==> src/hdl/quarter_sin.hex <==
// quarter sine table, one Q2.14 word per line, entry k = round(16384 * sin(k * pi / 128))
0000
0192
0324
04B5
0646
07D6
0964
0AF1
0C7C
0E06
0F8D
1112
1294
1413
1590
1709
187E
19EF
1B5D
1CC6
1E2B
1F8C
20E7
223D
238E
24DA
2620
2760
289A
29CE
2AFB
2C21
2D41
2E5A
2F6C
3076
3179
3274
3368
3453
3537
3612
36E5
37B0
3871
392B
39DB
3A82
3B21
3BB6
3C42
3CC5
3D3F
3DAF
3E15
3E72
3EC5
3F0F
3F4F
3F85
3FB1
3FD4
3FEC
3FFB
4000

==> src/hdl/fft_bfly_pkg.sv <==
/*
 * widths, angle split and fixed-point constants shared by the
 * radix-2 butterfly datapath and its testbench
 */
package fft_bfly_pkg;

    ////////////////////////////////////////////////////////////////////////////
    // sample widths

    // one signed component of A or B
    parameter int DATA_W     = 16;
    // sum or difference, one bit of growth
    parameter int SUM_W      = DATA_W + 1;
    // Y component after the twiddle multiply
    parameter int PROD_OUT_W = DATA_W + 2;

    ////////////////////////////////////////////////////////////////////////////
    // angle split

    // full circle in 256 steps
    parameter int PHASE_W     = 8;
    // top two bits pick the quadrant
    parameter int QUAD_IDX_W  = PHASE_W - 2;
    // quarter wave plus the end point at 90 degrees
    parameter int TABLE_DEPTH = (2 ** QUAD_IDX_W) + 1;

    ////////////////////////////////////////////////////////////////////////////
    // twiddle format, signed Q2.14

    parameter int TW_W    = 16;
    parameter int TW_FRAC = 14;
    parameter int TW_ONE  = 2 ** TW_FRAC;

    // quarter sine table, entry k = round(16384 * sin(k * pi / 128))
    parameter string TABLE_FILE = "/design/src/hdl/quarter_sin.hex";

endpackage

==> src/hdl/bfly_addsub.sv <==
/*
 * butterfly input stage: registered A + B and A - B per component
 */
`timescale 1ns/100ps

module bfly_addsub
    import fft_bfly_pkg::*;
#(
    parameter int DATA_W = fft_bfly_pkg::DATA_W
) (
    input  logic                     clk,
    input  logic                     reset,
    input  logic                     in_valid,
    input  logic signed [DATA_W-1:0] a_re,
    input  logic signed [DATA_W-1:0] a_im,
    input  logic signed [DATA_W-1:0] b_re,
    input  logic signed [DATA_W-1:0] b_im,
    output logic signed [DATA_W:0]   sum_re,
    output logic signed [DATA_W:0]   sum_im,
    output logic signed [DATA_W:0]   diff_re,
    output logic signed [DATA_W:0]   diff_im,
    output logic                     pair_valid
);

    // operands widened before the add so the carry is kept
    logic signed [DATA_W:0] a_re_x, a_im_x, b_re_x, b_im_x;

    assign a_re_x = {a_re[DATA_W-1], a_re};
    assign a_im_x = {a_im[DATA_W-1], a_im};
    assign b_re_x = {b_re[DATA_W-1], b_re};
    assign b_im_x = {b_im[DATA_W-1], b_im};

    always_ff @(posedge clk or posedge reset) begin
        if (reset) begin
            sum_re     <= '0;
            sum_im     <= '0;
            diff_re    <= '0;
            diff_im    <= '0;
            pair_valid <= 1'b0;
        end else begin
            sum_re     <= a_re_x + b_re_x;
            sum_im     <= a_im_x + b_im_x;
            diff_re    <= a_re_x - b_re_x;
            diff_im    <= a_im_x - b_im_x;
            pair_valid <= in_valid;
        end
    end

    // marker feeds both the delay lane and the output
    pair_valid_known: assert property (
        @(posedge clk) disable iff (reset) !$isunknown(pair_valid)
    );

endmodule

==> src/hdl/cmul.sv <==
/*
 * two-stage complex multiplier, (d_re + j d_im) * (w_re + j w_im)
 * with the Q2.14 scale removed by an arithmetic shift
 */
`timescale 1ns/100ps

module cmul
    import fft_bfly_pkg::*;
#(
    parameter int DATA_W  = fft_bfly_pkg::DATA_W,
    parameter int TW_FRAC = fft_bfly_pkg::TW_FRAC
) (
    input  logic                     clk,
    input  logic                     reset,
    input  logic signed [DATA_W:0]   diff_re,
    input  logic signed [DATA_W:0]   diff_im,
    input  logic signed [TW_W-1:0]   w_re,
    input  logic signed [TW_W-1:0]   w_im,
    output logic signed [DATA_W+1:0] y_re,
    output logic signed [DATA_W+1:0] y_im
);

    localparam int PROD_W = DATA_W + 1 + TW_W;

    // partial products, stage one
    logic signed [PROD_W-1:0] p_rr, p_ii, p_ri, p_ir;
    // combined sums, one extra bit before the shift
    logic signed [PROD_W:0]   re_full, im_full;
    logic signed [PROD_W:0]   re_shift, im_shift;

    always_ff @(posedge clk or posedge reset) begin
        if (reset) begin
            p_rr <= '0;
            p_ii <= '0;
            p_ri <= '0;
            p_ir <= '0;
        end else begin
            p_rr <= diff_re * w_re;
            p_ii <= diff_im * w_im;
            p_ri <= diff_re * w_im;
            p_ir <= diff_im * w_re;
        end
    end

    assign re_full  = p_rr - p_ii;
    assign im_full  = p_ri + p_ir;
    // floor, no rounding constant
    assign re_shift = re_full >>> TW_FRAC;
    assign im_shift = im_full >>> TW_FRAC;

    always_ff @(posedge clk or posedge reset) begin
        if (reset) begin
            y_re <= '0;
            y_im <= '0;
        end else begin
            y_re <= re_shift[DATA_W+1:0];
            y_im <= im_shift[DATA_W+1:0];
        end
    end

    // twiddle from the lookup stays on the unit circle
    twiddle_in_range: assert property (
        @(posedge clk) disable iff (reset)
        (w_re <= TW_ONE) && (w_re >= -TW_ONE) && (w_im <= TW_ONE) && (w_im >= -TW_ONE)
    );

endmodule

==> src/hdl/fft_bfly_top.sv <==
/*
 * radix-2 FFT butterfly, X = A + B and Y = (A - B) * W,
 * three cycles from input to output, one pair per cycle
 */
`timescale 1ns/100ps

module fft_bfly_top
    import fft_bfly_pkg::*;
#(
    parameter int DATA_W = fft_bfly_pkg::DATA_W,
    parameter int DEPTH  = 2
) (
    input  logic                     clk,
    input  logic                     reset,
    input  logic                     in_valid,
    input  logic [PHASE_W-1:0]       wn_exp,
    input  logic signed [DATA_W-1:0] a_re,
    input  logic signed [DATA_W-1:0] a_im,
    input  logic signed [DATA_W-1:0] b_re,
    input  logic signed [DATA_W-1:0] b_im,
    output logic                     out_valid,
    output logic signed [DATA_W:0]   x_re,
    output logic signed [DATA_W:0]   x_im,
    output logic signed [DATA_W+1:0] y_re,
    output logic signed [DATA_W+1:0] y_im
);

    logic signed [DATA_W:0] sum_re, sum_im;
    logic signed [DATA_W:0] diff_re, diff_im;
    logic                   pair_valid;
    logic signed [TW_W-1:0] w_re, w_im;
    logic [2*DATA_W+1:0]    x_pair;

    ////////////////////////////////////////////////////////////////////////////
    // stage 1, sum/difference and twiddle lookup side by side

    bfly_addsub #(.DATA_W(DATA_W)) addsub_i (
        .clk        (clk),
        .reset      (reset),
        .in_valid   (in_valid),
        .a_re       (a_re),
        .a_im       (a_im),
        .b_re       (b_re),
        .b_im       (b_im),
        .sum_re     (sum_re),
        .sum_im     (sum_im),
        .diff_re    (diff_re),
        .diff_im    (diff_im),
        .pair_valid (pair_valid)
    );

    twiddle_rom twiddle_i (
        .clk    (clk),
        .reset  (reset),
        .wn_exp (wn_exp),
        .w_re   (w_re),
        .w_im   (w_im)
    );

    ////////////////////////////////////////////////////////////////////////////
    // stages 2 and 3, multiply on Y, plain delay on X

    cmul #(.DATA_W(DATA_W), .TW_FRAC(TW_FRAC)) cmul_i (
        .clk     (clk),
        .reset   (reset),
        .diff_re (diff_re),
        .diff_im (diff_im),
        .w_re    (w_re),
        .w_im    (w_im),
        .y_re    (y_re),
        .y_im    (y_im)
    );

    // depth matches the multiplier latency
    lane_delay #(.WIDTH(2 * (DATA_W + 1)), .DEPTH(DEPTH)) x_delay_i (
        .clk       (clk),
        .reset     (reset),
        .in_valid  (pair_valid),
        .in_data   ({sum_re, sum_im}),
        .out_valid (out_valid),
        .out_data  (x_pair)
    );

    assign x_re = x_pair[2*DATA_W+1 -: DATA_W+1];
    assign x_im = x_pair[DATA_W:0];

endmodule

==> src/hdl/lane_delay.sv <==
/*
 * fixed-depth shift register for a data word and its valid flag
 */
`timescale 1ns/100ps

module lane_delay #(
    parameter int WIDTH = 34,
    parameter int DEPTH = 2
) (
    input  logic             clk,
    input  logic             reset,
    input  logic             in_valid,
    input  logic [WIDTH-1:0] in_data,
    output logic             out_valid,
    output logic [WIDTH-1:0] out_data
);

    logic [WIDTH-1:0] data_q [DEPTH];
    logic [DEPTH-1:0] valid_q;

    always_ff @(posedge clk or posedge reset) begin
        if (reset) begin
            valid_q <= '0;
            for (int k = 0; k < DEPTH; k++) begin
                data_q[k] <= '0;
            end
        end else begin
            valid_q[0] <= in_valid;
            data_q[0]  <= in_data;
            for (int k = 1; k < DEPTH; k++) begin
                valid_q[k] <= valid_q[k-1];
                data_q[k]  <= data_q[k-1];
            end
        end
    end

    assign out_valid = valid_q[DEPTH-1];
    assign out_data  = data_q[DEPTH-1];

    // top level output qualifier, must be clean once out of reset
    out_valid_known: assert property (
        @(posedge clk) disable iff (reset) !$isunknown(out_valid)
    );

endmodule

==> src/hdl/twiddle_rom.sv <==
/*
 * twiddle factor lookup: quadrant folding over a quarter-wave sine
 * table, two reads per cycle, registered cos/sin pair
 */
`timescale 1ns/100ps

module twiddle_rom
    import fft_bfly_pkg::*;
(
    input  logic                   clk,
    input  logic                   reset,
    input  logic [PHASE_W-1:0]     wn_exp,
    output logic signed [TW_W-1:0] w_re,
    output logic signed [TW_W-1:0] w_im
);

    localparam int QUARTER = 2 ** QUAD_IDX_W;

    // sin over [0, 90] degrees, both ends stored exactly
    logic signed [TW_W-1:0] table_mem [TABLE_DEPTH];

    initial begin
        $readmemh(TABLE_FILE, table_mem);
    end

    logic [1:0]             quad;
    logic [QUAD_IDX_W-1:0]  idx;
    logic [QUAD_IDX_W:0]    addr_lo;
    logic [QUAD_IDX_W:0]    addr_hi;
    logic signed [TW_W-1:0] t_lo;
    logic signed [TW_W-1:0] t_hi;
    logic signed [TW_W-1:0] cos_val;
    logic signed [TW_W-1:0] sin_val;

    assign quad = wn_exp[PHASE_W-1 -: 2];
    assign idx  = wn_exp[QUAD_IDX_W-1:0];

    // T[i] and T[64 - i], the latter is cos of the in-quadrant angle
    assign addr_lo = {1'b0, idx};
    assign addr_hi = (QUAD_IDX_W + 1)'(QUARTER) - addr_lo;
    assign t_lo    = table_mem[addr_lo];
    assign t_hi    = table_mem[addr_hi];

    ////////////////////////////////////////////////////////////////////////////
    // quadrant folding

    always_comb begin
        unique case (quad)
            2'd0: begin
                cos_val = t_hi;
                sin_val = t_lo;
            end
            2'd1: begin
                cos_val = -t_lo;
                sin_val = t_hi;
            end
            2'd2: begin
                cos_val = -t_hi;
                sin_val = -t_lo;
            end
            default: begin
                cos_val = t_lo;
                sin_val = -t_hi;
            end
        endcase
    end

    // lines up with the add/sub register
    always_ff @(posedge clk or posedge reset) begin
        if (reset) begin
            w_re <= '0;
            w_im <= '0;
        end else begin
            w_re <= cos_val;
            w_im <= sin_val;
        end
    end

endmodule

==> config.mk <==
export PLATFORM = sky130hd
export DESIGN_NAME = fft_bfly_top
export DESIGN_NICKNAME = d
export VERILOG_FILES = /design/src/hdl/fft_bfly_pkg.sv /design/src/hdl/bfly_addsub.sv /design/src/hdl/cmul.sv /design/src/hdl/fft_bfly_top.sv /design/src/hdl/lane_delay.sv /design/src/hdl/twiddle_rom.sv
export SDC_FILE = /design/constraint.sdc
export NUM_CORES = 1
export LEC_CHECK = 0
export BUFFER_PORTS_ARGS = -buffer_cell sky130_fd_sc_hd__buf_4
export CAP_MARGIN = 30
export CORE_MARGIN = 10
export CORE_UTILIZATION = 55
export CTS_CLUSTER_DIAMETER = 150
export DETAILED_ROUTE_END_ITERATION = 10
export HOLD_SLACK_MARGIN = 0.03
export PLACE_DENSITY = 0.72
export RECOVER_POWER = 25
export SLEW_MARGIN = 30
export SYNTH_ARGS = -nofsm -noshare
export SYNTH_HDL_FRONTEND = slang
export SYNTH_HIERARCHICAL = 1
export SYNTH_SLANG_ARGS = --single-unit
==> constraint.sdc <==
create_clock -name clk -period 6.1 [get_ports clk]
set_input_delay 1.22 -clock clk [delete_from_list [all_inputs] [get_ports clk]]
set_output_delay 1.22 -clock clk [all_outputs]
set_load 0.03 [all_outputs]
; Word level (Yosys, flattened, before mapping)
; Cells that the tools add are included.
[totals]
register_bits = 335
latch_bits = 0
ram_bits = 0
romBits = 0
input_bits = 75
out_inout_bits = 71
word_cells = 33
mem_count = 0
[op_classes]
n_addsub = 8
multipliers = 4
div_mod_pow = 0
order_cmp = 0
n_eq_ne = 2
shift = 0
n_mux = 2
bitwise_logic = 0
n_reduce_logical = 1
[ops]
columns = cell, count
row1 = multiplier 17 x 16 -> 32 bit, 4
row2 = one-hot mux 16 bit (3 select lines), 2
row3 = adder 16 x 16 -> 17 bit, 2
row4 = subtractor 16 x 16 -> 17 bit, 2
row5 = adder 32 bit, 1
row6 = negation 16 bit (first input constant), 2
row7 = subtractor 32 bit, 1
row8 = equality test 2 x 1 -> 1 bit (second input constant), 1
row9 = equality test 2 bit (second input constant), 1
row10 = logical NOT 2 bit, 1

; Depth between registers and ports, before layout
[depth]
ltp_word = 2
ltp_mapped = 27
mapped_depth_nobuf = 24

; Modules after synthesis
; Netlist, hierarchy kept.
[by_module_without_submodules]
columns = mod, n_inst, cells_per_inst, area_each_um2, seq_area_each_um2
row1 = cmul, 1, 5051, 47073.9, 4103.9
row2 = bfly_addsub, 1, 513, 4739.5, 1676.6
row3 = lane_delay, 1, 105, 2010.7, 1751.7
row4 = twiddle_rom, 1, 33, 244.0, 0.0

; Worst setup path after synthesis
; No wires, ideal clock.
[synth_path]
kind = input to register
start = input port a_im[0]
end = register addsub_i.sum_im[14]
setup_time_ns = 0.080
t_arrival_ns = 2.877
required_ns = 6.020
setup_slack_ns = 3.143
cell_stages = 7
n_path_buf = 0
cell_sequence = ha_1 fa_1 a21oi_1 o221ai_1 a311o_1 a21boi_1 xnor2_1
[synth_between]
elab_chain_cells = 1
[synth_lines]
columns = item, line_no
row1 = start: declaration, fft_bfly_top.sv:18  ; input logic signed [DATA_W-1:0] a_im,
row2 = adder 16 x 16 -> 17 bit, bfly_addsub.sv:42  ; sum_im <= a_im_x + b_im_x;
row3 = end signal: assignment, bfly_addsub.sv:42
row4 = end: declaration, bfly_addsub.sv:19  ; output logic signed [DATA_W:0] sum_im,
; No other way between the ends.

; Worst setup path after layout
[layout_path]
start = register cmul_i.p_rr[5]
end = register cmul_i.y_re[17]
[layout_between]
elab_chain_cells = 1
[layout_lines]
columns = item, line_no
row1 = start: declaration, cmul.sv:26  ; logic signed [PROD_W-1:0] p_rr, p_ii, p_ri, p_ir;
row2 = start signal: assignment, cmul.sv:38  ; p_rr <= diff_re * w_re;
row3 = subtractor 32 bit, cmul.sv:45  ; assign re_full = p_rr - p_ii;
row4 = net cmul_i.re_full[31], cmul.sv:28  ; logic signed [PROD_W:0] re_full, im_full;
row5 = end signal: assignment, cmul.sv:56  ; y_re <= re_shift[DATA_W+1:0];
row6 = end: declaration, cmul.sv:19  ; output logic signed [DATA_W+1:0] y_re,
; The timed path passes the listed nets, and every way through them passes these cells.

==> out/qor.csv <==
stage,metric,value,unit
run_status,status,"complete, but fails checks",
run_status,violated checks,"max-capacitance violations, max-slew violations",
synth,synthesized area,54100,sq um
sta,Final Cycle Share,0.529,
critical_path,Top delay family on crit path,compound AO/OA/AOI/OAI gates,
grt,initial antenna violation count,0,
floorplan,initial core utilization,0.557,
clock_tree,clock slew at reported path FFs,0.08,ns
finish,Nets,7253,
placement,# placed instances,6877,
clock_tree,Sink Count,301,
grt,gr ovfl total,0,
synth,async set-reset flop share out of synthesis,1.00,
finish,# diodes,0,
grt,largest net degree at the start of global routing,77,
clock_tree,clock tree from TritonCTS,done,
synth,#FFs+latches synth,301,
detailed_routing,Via density,5.36,
clock_tree,hold-fix buffers at CTS,0,
sta,Slew Limit Fails,68,
critical_path,Crit path required time,6.62,ns
floorplan,Die Wd,334,um
critical_path,crit path DAT,3.75,ns
min_path,Hold Crit Depth,0,
detailed_routing,Detailed Routing Iterations Pass 1,5,
min_path,Worst Hold Class,reg -> reg,
critical_path,CP max stage delay,0.42,ns
detailed_routing,DR iter-0 viols,2306,
synth,Synth Flop Type,dfrtp_1,
sta,post-route minimum period,3.23,ns
clock_tree,CTS root buffer,clkbuf_16,
sta,unrepaired setup endpoints after global routing,false,
finish,layout cells sized above 1,0.0481,
grt,vias in the first global route,39500,
sta,Max Clk Rate,310,MHz
placement,I/O Buffers,137,
critical_path,largest fanout on the critical path,4,
critical_path,CP endpoint kind,flip-flop,
grt,total track usage,0.219,
critical_path,R2R cell count,10,
critical_path,worst path bufs/invs,0,
floorplan,IO Pins,146,
synth,register area share after synthesis,0.139,
placement,HPWL after DPL,89800,um
floorplan,Placeable Area,97100,sq um
sta,setup_tns,0,ns
clock_tree,Setup Buffers After CTS,0,
placement,GP Congestion,0.908,
finish,fin cells,6947,
detailed_routing,overall routed net length,117000,um
critical_path,Crit Path Category,reg -> reg,
floorplan,Row Count,114,
synth,count of different cell masters after synthesis,81,
finish,"commonest cells after routing, fill and taps aside","inv_1, fa_1, nand2_1",
sta,final hold slack,0.330,ns
synth,leading area contributor after synthesis,fa_1,
synth,Mapped Cells,5702,
detailed_routing,via count,37200,
critical_path,critical path's slowest cell,a2111oi_0,
clock_tree,post-CTS sizing,0,
floorplan,Die Area,111000,sq um
synth,Ys Warns,6,
clock_tree,CTS Buffer Depth,3,
sta,slew margin rel.,-0.404,
placement,pre-CTS WS,2.76,ns
clock_tree,cts bufs inserted,39,
detailed_routing,WL/cell,16.9,um
detailed_routing,DR DRC count,0,
clock_tree,H-tree Lvls,2,
floorplan,die height,334,um
critical_path,CP Cell Sequence,"ha_1, a2111oi_0, nand2_1, a21oi_1, o21a_1, nor4_1, o2111ai_1, a21boi_1, or3_1, nand3_1",
sta,clk_skew,0.0310,ns
sta,Least-Margin Pin Slew,2.11,ns
run,max-cap check violation count,2,
detailed_routing,Final ANT Viol Nets,0,
synth,Post-Syn Area per Cell,9.48,sq um
finish,"most common cell after layout, fill and taps aside",inv_1,
grt,first-pass GRT wire length,200000,um
sta,final setup fails,0,
critical_path,CP startpoint kind,flip-flop,
sta,final setup margin,2.87,ns
synth,top cell type's share of synthesized area,0.401,
finish,Synth-to-Final Area Change,5.46,%
synth,top post-synthesis cells by area,"fa_1, dfrtp_1, ha_1",
synth,Post-synth EDFFs,0,
critical_path,Worst path depth,10,
sta,final hold vios,0,
clock_tree,worst skew pair latency,0.61,ns
==> kinds of logic (layout without fill, tap and decap cells) <==
logic type	after synthesis	in the layout	synth area share
XOR/XNOR	225	225	0.0364
AND/OR/NAND/NOR	1500	1500	0.137
multiplexers	2	2	0.000370
AO/OA/AOI/OAI	519	519	0.0633
adder cells (fa/ha/maj)	1536	1536	0.506
buffers and inverters	1618	1556	0.118
flip-flops	301	301	0.139
other	1	32	0.0000694
==> Yosys cell counts, drive strengths merged (10+ instances only) <==
cell type	count
dfrtp	301
or2	11
nor2	174
a21boi	10
o21bai	25
and2	503
o21ai	79
a21oi	173
o211ai	11
nor2b	27
nor4	13
or3	16
o31ai	12
o2111ai	12
nand3	32
a31oi	22
o21a	29
inv	1312
and3	13
a211oi	21
fa	1084
nand2	593
nor3	41
clkbuf	230
buf	74
xnor2	180
ha	452
nand4	16
a21o	62
xor2	45
nand2b	47
==> worst paths after layout <==
kind,startpoint,to,slack [ns]
min in group asynchronous,reset,cmul_i/p_ri[31]$_DFF_PP0_,0.83
max in group asynchronous,reset,x_delay_i/out_data[14]$_DFF_PP0_,4.01
worst max-delay path,cmul_i/p_rr[5]$_DFF_PP0_,cmul_i/y_re[17]$_DFF_PP0_,2.87
worst min-delay path,x_delay_i/data_q[44]$_DFF_PP0_,x_delay_i/out_data[10]$_DFF_PP0_,0.33
worst min register to register,x_delay_i/data_q[44]$_DFF_PP0_,x_delay_i/out_data[10]$_DFF_PP0_,0.33
worst max register to register,cmul_i/p_rr[5]$_DFF_PP0_,cmul_i/y_re[17]$_DFF_PP0_,2.87
==> metrics by stage <==
step	cell area, sq um	util
2_1_floorplan	54200	-
3_3_place_gp	55700	0.573
3_5_place_dp	55700	0.573
4_1_cts	57000	0.587
5_1_grt	57000	0.587
6_report	57000	0.587
==> layout make-up <==
cell class / instances / area [sq um]
multi-input cells: 3814 / 40300
fillers: 8238 / 40100
flip-flops and latches: 301 / 7530
inverters: 1314 / 4940
well taps: 1276 / 1600
repair buffers: 172 / 1280
clock buffers: 42 / 1020
clock inverters: 28 / 357
==> layer usage <==
layer / routed length (um) / share of wire / track usage / up-vias
li1: - / - / - / 16800
met1: 48400 / 0.41 / 0.289 / 19100
met2: 57800 / 0.49 / 0.373 / 1147
met3: 7490 / 0.064 / 0.0318 / 166
met4: 3590 / 0.031 / 0.0618 / 0
met5: 0 / 0 / 0 / -
==> sequential cells by signal, indices dropped and copies added (netlist names) <==
name / flops
x_delay_i/data_q: 34
x_delay_i/out_data: 34
cmul_i/p_ii: 32
cmul_i/p_ir: 32
cmul_i/p_ri: 32
cmul_i/p_rr: 32
cmul_i/y_im: 18
cmul_i/y_re: 18
addsub_i/diff_re: 17
addsub_i/sum_im: 17
addsub_i/diff_im: 16
addsub_i/sum_re: 16
x_delay_i/valid_q: 2
addsub_i/pair_valid: 1
==> worst reg2reg max path, delay by kind of cell (launching register included) <==
family,cells,cell delay (ns)
AOI/OAI and AO/OA,5,1.72
DFF,1,0.37
adders and majority gates,1,0.33
and+or+nand+nor,4,0.78
Power is not shown: default switching activity piles up to over one toggle a cycle in this logic, so the estimate is an artifact.
